File: config.mk
export PLATFORM = sky130hd
export DESIGN_NAME = sd_dat_ctrl
export DESIGN_NICKNAME = d
export VERILOG_FILES = /design/src/rtl/sd_dat_pkg.sv /design/src/rtl/sd_crc16.sv /design/src/rtl/sd_dat_line.sv /design/src/rtl/sd_dat_timer.sv /design/src/rtl/sd_dat_fsm.sv /design/src/rtl/sd_dat_ctrl.sv
export VERILOG_INCLUDE_DIRS = /design/src /design/src/include
export SDC_FILE = /design/constraint.sdc
export NUM_CORES = 1
export LEC_CHECK = 0
export BUFFER_PORTS_ARGS = -buffer_cell sky130_fd_sc_hd__buf_2
export CAP_MARGIN = 0
export CORE_ASPECT_RATIO = 0.9
export CORE_UTILIZATION = 42
export CTS_BUF_LIST = sky130_fd_sc_hd__clkbuf_16
export DETAILED_ROUTE_END_ITERATION = 10
export PLACE_DENSITY = 0.7
export SYNTH_ARGS = -nofsm -noshare
export SYNTH_HDL_FRONTEND = slang
export SYNTH_SLANG_ARGS = --single-unit
File: constraint.sdc
create_clock -name clk -period 7.1 [get_ports clk]
set_input_delay 0.355 -clock clk [delete_from_list [all_inputs] [get_ports clk]]
set_output_delay 0.355 -clock clk [all_outputs]
set_load 0.03 [all_outputs]
File: src/include/sd_dat_params.svh
/*
 * Constants shared by the SD data-line controller.
 * Include this file wherever the widths, the CRC polynomial,
 * the status token or the timeout prescaler are needed.
 */
`ifndef SD_DAT_PARAMS_SVH
`define SD_DAT_PARAMS_SVH

// data path
`define SD_BYTE_W          8
`define SD_BLK_SIZE_W      12      // block size in bytes, 0 means one byte

// CRC16-CCITT, register starts at zero
`define SD_CRC_W           16
`define SD_CRC_POLY        16'h1021

// CRC status token sent by the card after a write block
`define SD_TOKEN_OK        3'b010

// timeout select and counters
`define SD_TMO_CFG_W       4
`define SD_TMO_PRESCALE_W  12      // one tick every 4096 clocks
`define SD_TMO_CNT_W       16

`endif

File: src/rtl/sd_dat_pkg.sv
/*
 * Types for the SD data-line controller.
 * The transfer FSM states, and the per-cycle line opcode that the
 * FSM hands to the DAT0 line block.
 */
package sd_dat_pkg;

	typedef enum logic [3:0] {
		IDLE,
		WR_START,
		WR_DATA,
		WR_CRC,
		WR_END,
		TOKEN,     // CRC status token from the card
		BUSY,      // card holds DAT0 low while programming
		RD_WAIT,
		RD_DATA,
		RD_CRC,
		RD_END
	} dat_state_e;

	typedef enum logic [2:0] {
		PH_IDLE,
		PH_TX_START,
		PH_TX_DATA,
		PH_TX_CRC,
		PH_TX_END,
		PH_RX_DATA,
		PH_RX_CRC
	} dat_phase_e;

endpackage

File: src/rtl/sd_crc16.sv
/*
 * Serial CRC16 for one SD data line.
 * calc_en folds data_bit into the register, shift_en streams the
 * result out MSB first on crc_bit. On receive, running data and the
 * received CRC through calc_en leaves zero in the register.
 */
`timescale 1ns/100ps
`include "sd_dat_params.svh"

module sd_crc16 (
	input  logic clk,
	input  logic rst,
	input  logic clear,
	input  logic calc_en,
	input  logic shift_en,
	input  logic data_bit,
	output logic crc_bit,
	output logic crc_zero
);

	logic [`SD_CRC_W-1:0] crc;
	logic                 fb;

	assign fb = crc[`SD_CRC_W-1] ^ data_bit;

	always_ff @(posedge clk or posedge rst)
	begin
		if (rst)
			crc <= '0;
		else if (clear)
			crc <= '0;
		else if (calc_en)
			crc <= {crc[`SD_CRC_W-2:0], 1'b0} ^ ({`SD_CRC_W{fb}} & `SD_CRC_POLY);
		else if (shift_en)
			crc <= {crc[`SD_CRC_W-2:0], 1'b0};   // send MSB first
	end

	assign crc_bit  = crc[`SD_CRC_W-1];
	assign crc_zero = (crc == '0);

endmodule

File: src/rtl/sd_dat_line.sv
/*
 * DAT0 line datapath.
 * Holds the transmit and receive shift registers and the CRC16.
 * The phase opcode from the FSM picks what goes on dat_out and
 * whether the line is driven. dat_in is sampled every clock.
 */
`timescale 1ns/100ps
`include "sd_dat_params.svh"

module sd_dat_line (
	input  logic                   clk,
	input  logic                   rst,
	input  sd_dat_pkg::dat_phase_e phase,
	input  logic                   load_byte,
	input  logic [`SD_BYTE_W-1:0]  tx_data,
	input  logic                   dat_in,
	output logic [`SD_BYTE_W-1:0]  rx_data,
	output logic                   rx_bit,
	output logic                   dat_out,
	output logic                   dat_oe,
	output logic                   crc_ok
);

	import sd_dat_pkg::*;

	logic [`SD_BYTE_W-1:0] tx_sr;
	logic [`SD_BYTE_W-1:0] rx_sr;
	logic                  crc_clear;
	logic                  crc_calc;
	logic                  crc_shift;
	logic                  crc_in;
	logic                  crc_bit;

	////////////////////////////////
	// transmit
	////////////////////////////////

	always_ff @(posedge clk)
	begin
		if (load_byte)
			tx_sr <= tx_data;
		else if (phase == PH_TX_DATA)
			tx_sr <= {tx_sr[`SD_BYTE_W-2:0], 1'b0};
	end

	always_comb
	begin
		dat_oe  = 1'b1;
		dat_out = 1'b1;
		case (phase)
			PH_TX_START: dat_out = 1'b0;
			PH_TX_DATA:  dat_out = tx_sr[`SD_BYTE_W-1];
			PH_TX_CRC:   dat_out = crc_bit;
			PH_TX_END:   dat_out = 1'b1;
			default:     dat_oe  = 1'b0;   // line released to the card
		endcase
	end

	////////////////////////////////
	// receive
	////////////////////////////////

	// idle line reads high
	always_ff @(posedge clk or posedge rst)
	begin
		if (rst)
			rx_sr <= '1;
		else
			rx_sr <= {rx_sr[`SD_BYTE_W-2:0], dat_in};
	end

	assign rx_bit  = rx_sr[0];
	assign rx_data = rx_sr;

	////////////////////////////////
	// CRC
	////////////////////////////////

	assign crc_clear = (phase == PH_IDLE);
	assign crc_calc  = (phase == PH_TX_DATA) || (phase == PH_RX_DATA) || (phase == PH_RX_CRC);
	assign crc_shift = (phase == PH_TX_CRC);
	assign crc_in    = (phase == PH_TX_DATA) ? tx_sr[`SD_BYTE_W-1] : rx_bit;

	sd_crc16 crc_i (
		.clk      (clk),
		.rst      (rst),
		.clear    (crc_clear),
		.calc_en  (crc_calc),
		.shift_en (crc_shift),
		.data_bit (crc_in),
		.crc_bit  (crc_bit),
		.crc_zero (crc_ok)
	);

endmodule

File: src/rtl/sd_dat_timer.sv
/*
 * Shared byte and timeout counter.
 * During data it counts block bytes on byte_tick. While tmo_run is
 * high it runs as a 4096 clock prescaler feeding a tick counter,
 * and timeout_cfg picks which tick counter bit ends the wait.
 */
`timescale 1ns/100ps
`include "sd_dat_params.svh"

module sd_dat_timer (
	input  logic                       clk,
	input  logic                       rst,
	input  logic                       clear,
	input  logic                       byte_tick,
	input  logic                       tmo_run,
	input  logic [`SD_BLK_SIZE_W-1:0]  block_size,
	input  logic [`SD_TMO_CFG_W-1:0]   timeout_cfg,
	output logic                       last_byte,
	output logic                       timeout
);

	logic [`SD_BLK_SIZE_W-1:0] shared_cnt;
	logic [`SD_TMO_CNT_W-1:0]  tmo_cnt;
	logic                      prescale_wrap;

	assign prescale_wrap = &shared_cnt[`SD_TMO_PRESCALE_W-1:0];

	always_ff @(posedge clk or posedge rst)
	begin
		if (rst)
		begin
			shared_cnt <= {{(`SD_BLK_SIZE_W-1){1'b0}}, 1'b1};
			tmo_cnt    <= '0;
		end
		else if (clear)
		begin
			shared_cnt <= {{(`SD_BLK_SIZE_W-1){1'b0}}, 1'b1};   // bytes count from one
			tmo_cnt    <= '0;
		end
		else
		begin
			if (byte_tick || tmo_run)
				shared_cnt <= shared_cnt + 1'b1;
			if (tmo_run && prescale_wrap && !timeout)
				tmo_cnt <= tmo_cnt + 1'b1;   // holds once expired
		end
	end

	assign last_byte = (shared_cnt == block_size) || (block_size == '0);

	// 2^(cfg+1) ticks, top setting saturates at the last bit
	always_comb
	begin
		if (&timeout_cfg)
			timeout = tmo_cnt[`SD_TMO_CNT_W-1];
		else
			timeout = tmo_cnt[timeout_cfg + 1'b1];
	end

endmodule

File: src/rtl/sd_dat_fsm.sv
/*
 * Transfer FSM for one data block on DAT0.
 * Sequences the write path (start, data, CRC, end, status token,
 * busy) and the read path (start wait, data, CRC, end bit), drives
 * the buffer strobes and keeps sticky error flags until the next start.
 */
`timescale 1ns/100ps
`include "sd_dat_params.svh"

module sd_dat_fsm (
	input  logic                   clk,
	input  logic                   rst,
	input  logic                   start,
	input  logic                   data_dir,
	input  logic                   buffer_rdy,
	input  logic                   rx_bit,
	input  logic                   last_byte,
	input  logic                   timeout,
	input  logic                   crc_ok,
	input  logic [`SD_BYTE_W-1:0]  rx_data,
	output sd_dat_pkg::dat_phase_e phase,
	output logic                   tmr_clear,
	output logic                   byte_tick,
	output logic                   tmo_run,
	output logic                   load_byte,
	output logic                   pop_data,
	output logic                   push_data,
	output logic                   busy,
	output logic                   done,
	output logic                   crc_error,
	output logic                   end_error,
	output logic                   timeout_error
);

	import sd_dat_pkg::*;

	dat_state_e state;
	dat_state_e state_nxt;
	logic [3:0] bit_cnt;
	logic [3:0] bit_cnt_nxt;
	logic       go;
	logic       byte_end;
	logic       to_idle;
	logic       set_crc_err;
	logic       set_end_err;
	logic       set_tmo_err;

	assign go       = start | busy;   // new request or one waiting in IDLE
	assign byte_end = (bit_cnt[2:0] == 3'd7);
	assign to_idle  = (state != IDLE) && (state_nxt == IDLE);

	always_comb
	begin
		state_nxt   = state;
		bit_cnt_nxt = bit_cnt + 1'b1;
		set_crc_err = 1'b0;
		set_end_err = 1'b0;
		set_tmo_err = 1'b0;
		case (state)
			IDLE:
			begin
				bit_cnt_nxt = '0;
				if (go && data_dir)
					state_nxt = RD_WAIT;
				else if (go && buffer_rdy && rx_bit)
					state_nxt = WR_START;
			end
			WR_START:
			begin
				bit_cnt_nxt = '0;
				state_nxt   = WR_DATA;
			end
			WR_DATA, RD_DATA:
			begin
				if (byte_end)
				begin
					bit_cnt_nxt = '0;
					if (last_byte)
						state_nxt = (state == WR_DATA) ? WR_CRC : RD_CRC;
				end
			end
			WR_CRC:
				if (&bit_cnt)
					state_nxt = WR_END;
			WR_END:
			begin
				bit_cnt_nxt = '0;
				state_nxt   = TOKEN;
			end
			TOKEN:
			begin
				if (bit_cnt == 4'd0 && rx_bit)
					bit_cnt_nxt = '0;   // waiting for the token start bit
				else if (bit_cnt == 4'd4)
				begin
					bit_cnt_nxt = '0;
					state_nxt   = BUSY;
					set_crc_err = (rx_data[3:1] != `SD_TOKEN_OK);
					set_end_err = !rx_data[0];
				end
			end
			BUSY, RD_WAIT:
			begin
				bit_cnt_nxt = '0;
				if (state == BUSY && rx_bit)
					state_nxt = IDLE;   // card released busy
				else if (state == RD_WAIT && !rx_bit)
					state_nxt = RD_DATA;
				else if (timeout)
				begin
					state_nxt   = IDLE;
					set_tmo_err = 1'b1;
				end
			end
			RD_CRC:
				if (&bit_cnt)
					state_nxt = RD_END;
			RD_END:
			begin
				bit_cnt_nxt = '0;
				state_nxt   = IDLE;
				set_crc_err = !crc_ok;
				set_end_err = !rx_bit;
			end
			default:
			begin
				bit_cnt_nxt = '0;
				state_nxt   = IDLE;
			end
		endcase
	end

	always_comb
	begin
		case (state)
			WR_START: phase = PH_TX_START;
			WR_DATA:  phase = PH_TX_DATA;
			WR_CRC:   phase = PH_TX_CRC;
			WR_END:   phase = PH_TX_END;
			RD_DATA:  phase = PH_RX_DATA;
			RD_CRC:   phase = PH_RX_CRC;
			default:  phase = PH_IDLE;
		endcase
	end

	assign tmr_clear = (state == IDLE) || (state == TOKEN) || (state == RD_WAIT && !rx_bit);
	assign tmo_run   = (state == RD_WAIT) || (state == BUSY);
	assign byte_tick = (state == WR_DATA || state == RD_DATA) && byte_end;
	assign load_byte = (state == WR_START) || (state == WR_DATA && byte_end && !last_byte);
	assign pop_data  = load_byte;
	assign push_data = (state == RD_DATA) && byte_end;   // eighth bit sits in rx_data

	always_ff @(posedge clk or posedge rst)
	begin
		if (rst)
		begin
			state         <= IDLE;
			bit_cnt       <= '0;
			busy          <= 1'b0;
			done          <= 1'b0;
			crc_error     <= 1'b0;
			end_error     <= 1'b0;
			timeout_error <= 1'b0;
		end
		else
		begin
			state   <= state_nxt;
			bit_cnt <= bit_cnt_nxt;
			done    <= to_idle;
			if (start && !busy)
			begin
				busy          <= 1'b1;
				crc_error     <= 1'b0;
				end_error     <= 1'b0;
				timeout_error <= 1'b0;
			end
			else
			begin
				if (to_idle)
					busy <= 1'b0;
				if (set_crc_err)
					crc_error <= 1'b1;
				if (set_end_err)
					end_error <= 1'b1;
				if (set_tmo_err)
					timeout_error <= 1'b1;
			end
		end
	end

endmodule

File: src/rtl/sd_dat_ctrl.sv
/*
 * SD host data-line controller, one-bit bus mode.
 * A start pulse moves one block on DAT0 in the direction given by
 * data_dir. Bytes come from and go to an external buffer through
 * pop_data and push_data, and done closes each transfer.
 */
`timescale 1ns/100ps
`include "sd_dat_params.svh"

module sd_dat_ctrl (
	input  logic                       clk,
	input  logic                       rst,
	input  logic                       start,
	input  logic                       data_dir,
	input  logic                       buffer_rdy,
	input  logic                       dat_in,
	input  logic [`SD_BLK_SIZE_W-1:0]  block_size,
	input  logic [`SD_TMO_CFG_W-1:0]   timeout_cfg,
	input  logic [`SD_BYTE_W-1:0]      tx_data,
	output logic [`SD_BYTE_W-1:0]      rx_data,
	output logic                       pop_data,
	output logic                       push_data,
	output logic                       busy,
	output logic                       done,
	output logic                       crc_error,
	output logic                       end_error,
	output logic                       timeout_error,
	output logic                       dat_out,
	output logic                       dat_oe
);

	import sd_dat_pkg::*;

	dat_phase_e phase;
	logic       tmr_clear;
	logic       byte_tick;
	logic       tmo_run;
	logic       load_byte;
	logic       last_byte;
	logic       timeout;
	logic       rx_bit;
	logic       crc_ok;

	sd_dat_fsm fsm_i (
		.clk           (clk),
		.rst           (rst),
		.start         (start),
		.data_dir      (data_dir),
		.buffer_rdy    (buffer_rdy),
		.rx_bit        (rx_bit),
		.last_byte     (last_byte),
		.timeout       (timeout),
		.crc_ok        (crc_ok),
		.rx_data       (rx_data),
		.phase         (phase),
		.tmr_clear     (tmr_clear),
		.byte_tick     (byte_tick),
		.tmo_run       (tmo_run),
		.load_byte     (load_byte),
		.pop_data      (pop_data),
		.push_data     (push_data),
		.busy          (busy),
		.done          (done),
		.crc_error     (crc_error),
		.end_error     (end_error),
		.timeout_error (timeout_error)
	);

	// byte count during data, prescaled ticks during waits
	sd_dat_timer timer_i (
		.clk         (clk),
		.rst         (rst),
		.clear       (tmr_clear),
		.byte_tick   (byte_tick),
		.tmo_run     (tmo_run),
		.block_size  (block_size),
		.timeout_cfg (timeout_cfg),
		.last_byte   (last_byte),
		.timeout     (timeout)
	);

	sd_dat_line line_i (
		.clk       (clk),
		.rst       (rst),
		.phase     (phase),
		.load_byte (load_byte),
		.tx_data   (tx_data),
		.dat_in    (dat_in),
		.rx_data   (rx_data),
		.rx_bit    (rx_bit),
		.dat_out   (dat_out),
		.dat_oe    (dat_oe),
		.crc_ok    (crc_ok)
	);

endmodule

Word level (Yosys, flattened, before mapping)
Index checks and enable logic that the tools add are counted.

word-level totals
  register bits = 73
  latch bits = 0
  RAM bits = 0
  memory bits (read-only) = 0
  output and inout bits = 17
  memories kept = 0

cells by class
  add/sub/neg operators = 4
  multiply operators = 0
  divide/modulo/power cells = 0
  $lt $le $gt $ge = 1
  eq/ne operators = 20
  shift operators = 0
  multiplexer cells = 51
  bitwise logic cells = 3
  reductions and logical operators = 50

operators with widths
  kind                                            count
  2-to-1 mux 16 bit                               5
  2-to-1 mux 4 bit                                15
  case mux 4 bit (8 select lines)                 1
  2-to-1 mux 12 bit                               2
  == test 4 x 3 -> 1 bit (second input constant)  5
  2-to-1 mux 1 bit                                20
  case mux 3 bit (6 select lines)                 1
  adder 16 x 1 -> 16 bit (second input constant)  1
  logical NOT 16 bit                              1
  2-to-1 mux 8 bit                                2
  bitwise XOR 16 x 13 -> 16 bit                   1
  logical AND 1 bit                               14
  nonzero test 2 bit                              7
  adder 12 x 1 -> 12 bit (second input constant)  1
  == test 12 bit                                  1
  == test 3 bit (second input constant)           4
  == test 4 bit (second input constant)           3
  logical NOT 12 bit                              1
  logical NOT 4 bit                               3
  case mux 4 bit (3 select lines)                 1
  AND reduction 12 bit                            1
  logical OR 1 bit                                9
  adder 4 x 1 -> 4 bit (second input constant)    2
  == test 4 x 2 -> 1 bit (second input constant)  2
  other kinds (17)                                26

Logic depth before layout (Yosys ltp)
  depth after elaboration = 12
  mapped depth = 10
  gate-level depth less buffers = 9

By module
A second synthesis with hierarchy kept.

unflattened totals
  cells, all modules = 494
  area total of the unflattened synthesis = 4614.4 µm²

modules (own cells, without submodules)
  module        instances  cells each  area an instance (µm²)  sequential area each (µm²)
  sd_dat_timer  1          260         2268.4                  701.9
  sd_dat_fsm    1          112         919.6                   325.3
  sd_crc16      1          81          783.3                   400.4
  sd_dat_line   1          41          643.1                   450.4

Least setup slack after synthesis
No wires, ideal clock.

  kind = input -> register
  start = in timeout_cfg[0]
  end = reg timer_i.tmo_cnt[13]
  data arrival time = 2.550 ns
  data required time = 7.022 ns
  setup slack = 4.472 ns
  cell stages on the path = 9
  buffers on the path = 1
  cells stage by stage = ha_1 -> buf_6 -> mux2i_1 -> mux2i_1 -> o41a_1 -> a32oi_4 -> o211ai_4 -> or4_1 -> a21oi_1

on the way
  cells in the longest elaborated chain, start to end = 7
  elaborated cells between the ends (all ways) = 8
  those cells by class = add/sub: 1; mux: 3; reduce/logical: 4

RTL lines
  what                                    RTL line            source
  start: declaration                      sd_dat_ctrl.sv:18   input logic [`SD_TMO_CFG_W-1:0] timeout_cfg,
  adder 4 x 1 -> 4 bit                    sd_dat_timer.sv:57  timeout = tmo_cnt[timeout_cfg + 1'b1];
  binary-select mux 1 bit (select 4 bit)  sd_dat_timer.sv:57
  2-to-1 mux 1 bit (not written as such)  sd_dat_timer.sv:57
  2-to-1 mux 1 bit (*)                    sd_dat_timer.sv:54  if (&timeout_cfg)
  logical NOT 1 bit (*)                   sd_dat_timer.sv:44  if (tmo_run && prescale_wrap && !timeout)
  logical AND 1 bit (*)                   sd_dat_timer.sv:44
  nonzero test 2 bit (no line) (*)        --
  end signal: assignment                  sd_dat_timer.sv:45  tmo_cnt <= tmo_cnt + 1'b1;
  end: declaration                        sd_dat_timer.sv:23  logic [`SD_TMO_CNT_W-1:0] tmo_cnt;

Every way passes the cells marked *; elsewhere a longest branch is shown, timed or not. The select of a mux whose other input is x is not followed.
A chain may end at the register's enable or synchronous reset.

Final worst setup path
  start = in timeout_cfg[0]
  end = reg timer_i.tmo_cnt[6]

Same word-level chain as after synthesis.

==> results.md <==
* Setup_tns at 0 ps
* Data required time of the worst path at 7360 ps
* Power per cell area at 343 nW/um2
* Routed len/inst at 14.7 um
* # rows at 33
* Die Y-Extent at 95.7 um
* Yosys reg bits at 73
* Share of layout cells above drive strength 1 at 0.193
* Final Skew at 8.36 ps
* Max Cap Viol at 0
* Critical-path maximum fanout at 15
* Initial antenna violation count at 0
* Final period utilization at 0.430
* Post-cts resize count at 0
* Critical path arrival at 3310 ps
* Maximum VDD drop at 0.184 mV
* Storage cell area at 1880 um2
* Placed Cells at 561
* Largest family of logic cells by synthesized area: simple AND/OR/NAND/NOR gates
* Layout area overhead at 16.2%
* Asr flop ratio synth at 0.890
* Clock Pin Slew Worst Setup and Hold Paths at 60 ps
* Drt drc at 0
* Global route overflow at 0
* Synth Area in Adders at 0.0183
* Status: complete, no violations
* Core Area at 9290 um2
* H-tree levels at 3
* Num CTS Buffers at 9
* 1st-pass router iterations at 4
* PortBufs at 46
* Mean Syn Cell Area at 10.0 um2
* CTS root buffer: clkbuf_16
* Synth Net Count at 445
* Crit Path Class: primary input to flip-flop
* Non-filler cells in the finished layout at 577
* Crit. End Element: flip-flop
* Synth Instances at 409
* Hold Buf Count CTS at 0
* Vias per inst at 5.69
* GPL Wtd Cong at 0.842
* Post-Synth Simple-Gate Area at 0.199
* CTS Buffer Depth at 2
* YS warnings at 0
* Final hold vios at 0
* Mux contribution to synthesized area at 0.0577
* Normalized max-slew margin at 0.223
* Min Tclk post-route at 3050 ps
* Final Cell Area at 4760 um2
* Die width at 106 um
* Dpl hpwl at 5960 um
* Initial DRC count at 203
* Yosys cell types at 60
* Die ar. at 10,200 um2
* Post-CTS Setup Inserts at 0
* RSZ-0062 raised after global routing: no
* CTS tree: done
* # setup viols final at 0
* First-pass GRT wire length at 14,300 um
* Antenna diode count at 0
* Worst-Margin Slew at 1170 ps
* Fillcell total at 828
* Fin. max-slew vios at 0
* Area after DPL at 4400 um2
* Worst Hold Margin at 127 ps
* Nets@finish at 486
* Startpoint class of the critical path: primary input
* IO Count at 47
* Leading area contributor after synthesis: dfrtp_1
* Cell area after synthesis at 4100 um2
* Largest net degree at the start of global routing at 66
* P_leak at 2.11 nW
* Vias in the first global route at 3,045
* Post-route ant nets at 0
* Area of the multi-input gates at 2060 um2
* Sink Count at 73
* Hold WC Path Type: primary input to flip-flop
* Total GRT Usage at 0.178
* Detailed Route WL at 8470 um
* Routed vias at 3,282
* Worst-skew pair later-pin latency at 330 ps
* F_max at 0.328 GHz
* Share of Yosys cell area claimed by the top area cell type at 0.342
* Prevailing post-synth register cell: dfrtp_1
* Initial core utilization at 0.441
* Xor and xnor area share after synthesis at 0.0620
* Ranking of synthesized cells by area: dfrtp_1, edfxtp_1, dfstp_2, xor2_1, nand2_1
* Seq/Total Area, Yosys at 0.458
* Post-synth EDFFs at 8
* Synth Area in Compound Gates at 0.165
[worst paths after layout]
| check | slack (ps) | depth (start not counted) | startpoint | endpoint |
|---|---|---|---|---|
| setup / recovery | 4050 | 9 | timeout_cfg[0] | timer_i.tmo_cnt[6]$_DFFE_PP0P_ |
| hold / removal | 130 | 1 | dat_in | line_i.rx_data[0]$_DFF_PP1_ |
| setup reg to reg | 4580 | 7 | timer_i.tmo_cnt[0]$_DFFE_PP0P_ | timer_i.tmo_cnt[6]$_DFFE_PP0P_ |
| hold reg to reg | 360 | 0 | line_i.rx_data[6]$_DFF_PP1_ | line_i.rx_data[7]$_DFF_PP1_ |
| max in group asynchronous | 6300 | 3 | rst | timer_i.shared_cnt[5]$_DFFE_PP0P_ |
| min in group asynchronous | 280 | 3 | rst | timer_i.tmo_cnt[10]$_DFFE_PP0P_ |
[cells in the final DEF, fill, tap and decap left out, drive strengths merged, types with 6 or more instances in the layout]
cell / synthesis / routed
edfxtp: 8 / 8
a22o: 13 / 13
mux2: 7 / 7
buf: 7 / 49
mux2i: 9 / 9
nand2: 33 / 33
nand2b: 9 / 9
or3: 9 / 9
o211ai: 8 / 8
clkbuf: 12 / 10
nand3: 17 / 17
xnor2: 6 / 6
nor4: 12 / 12
o21ai: 15 / 15
dfrtp: 56 / 56
inv: 15 / 17
ha: 6 / 6
dfstp: 9 / 9
nor2: 32 / 32
xor2: 23 / 23
a21oi: 22 / 22
and3: 8 / 8
or4: 7 / 7
[registers in the layout (all words and copies together) (netlist names)]
register	flops
line_i.crc_i.crc	16
timer_i.tmo_cnt	16
timer_i.shared_cnt	12
line_i.rx_data	8
line_i.tx_sr	8
fsm_i.bit_cnt	4
fsm_i.state	4
fsm_i.busy	1
fsm_i.crc_error	1
fsm_i.done	1
fsm_i.end_error	1
fsm_i.timeout_error	1
[kinds of logic (layout without fill, tap and decap cells)]
family,Yosys count,count (layout)
AO/OA/AOI/OAI,92,92
XOR/XNOR,29,29
adder cells (fa/ha/maj),6,6
buffers and inverters,35,81
flip-flops,73,73
multiplexers,19,19
AND/OR/NAND/NOR,155,155
[worst max-delay path, stage by stage]
cell      delay [ps]
buf_2            180
ha_1             630
mux2i_1          370
mux2i_1          130
o41a_1           370
a32oi_4          350
o211ai_2         300
or4_1            550
nand2_1           80
[routing by layer]
metal | part of all wire | global-route usage | routed length (um)
met1 | 0.47 | 0.235 | 3960
met2 | 0.49 | 0.296 | 4120
met3 | 0.040 | 0.0393 | 337
met4 | 0.0065 | 0.0475 | 55
met5 | 0 | 0 | 0
[cells in the mapped netlist (5+ instances only)]
| master | count |
|---|---|
| nor4_1 | 12 |
| xor2_1 | 23 |
| o31ai_1 | 5 |
| xnor2_1 | 6 |
| inv_1 | 15 |
| dfrtp_1 | 56 |
| o211ai_1 | 6 |
| and3_1 | 7 |
| dfstp_2 | 9 |
| mux2i_1 | 9 |
| mux2_2 | 7 |
| nand3_1 | 17 |
| clkbuf_1 | 12 |
| or3_1 | 9 |
| o21ai_0 | 13 |
| nand2_1 | 33 |
| or4_1 | 7 |
| a22o_1 | 13 |
| o21a_1 | 5 |
| a21oi_1 | 22 |
| nor2_1 | 32 |
| edfxtp_1 | 8 |
| nand2b_1 | 9 |
| ha_1 | 6 |
[through the flow]
step,utilization,worst slack (ps),total power [mW]
6_report,0.512,4050,1.63
5_1_grt,0.512,3900,1.73
4_1_cts,0.512,4090,1.65
3_5_place_dp,0.474,3750,1.11
3_3_place_gp,0.474,3900,1.10
2_1_floorplan,-,4470,0.977
[cell type report]
cell class / count / share of cell area
Multi-Input combinational cell: 301 / 0.433
Sequential cell: 73 / 0.395
Timing Repair Buffer: 49 / 0.0531
Clock buffer: 10 / 0.0526
Tap cell: 122 / 0.0321
Clock inverter: 6 / 0.0223
Inverter: 16 / 0.0126
[power by group]
part | switching [mW] | internal [mW] | leakage (nW) | total [mW]
Clock | 0.165 | 0.362 | 0.180 | 0.528
Combinational | 0.308 | 0.194 | 0.990 | 0.502
Sequential | 0.0876 | 0.513 | 0.940 | 0.600
Total | 0.561 | 1.07 | 2.11 | 1.63
No activity file was read; power rests on OpenSTA's default activity.
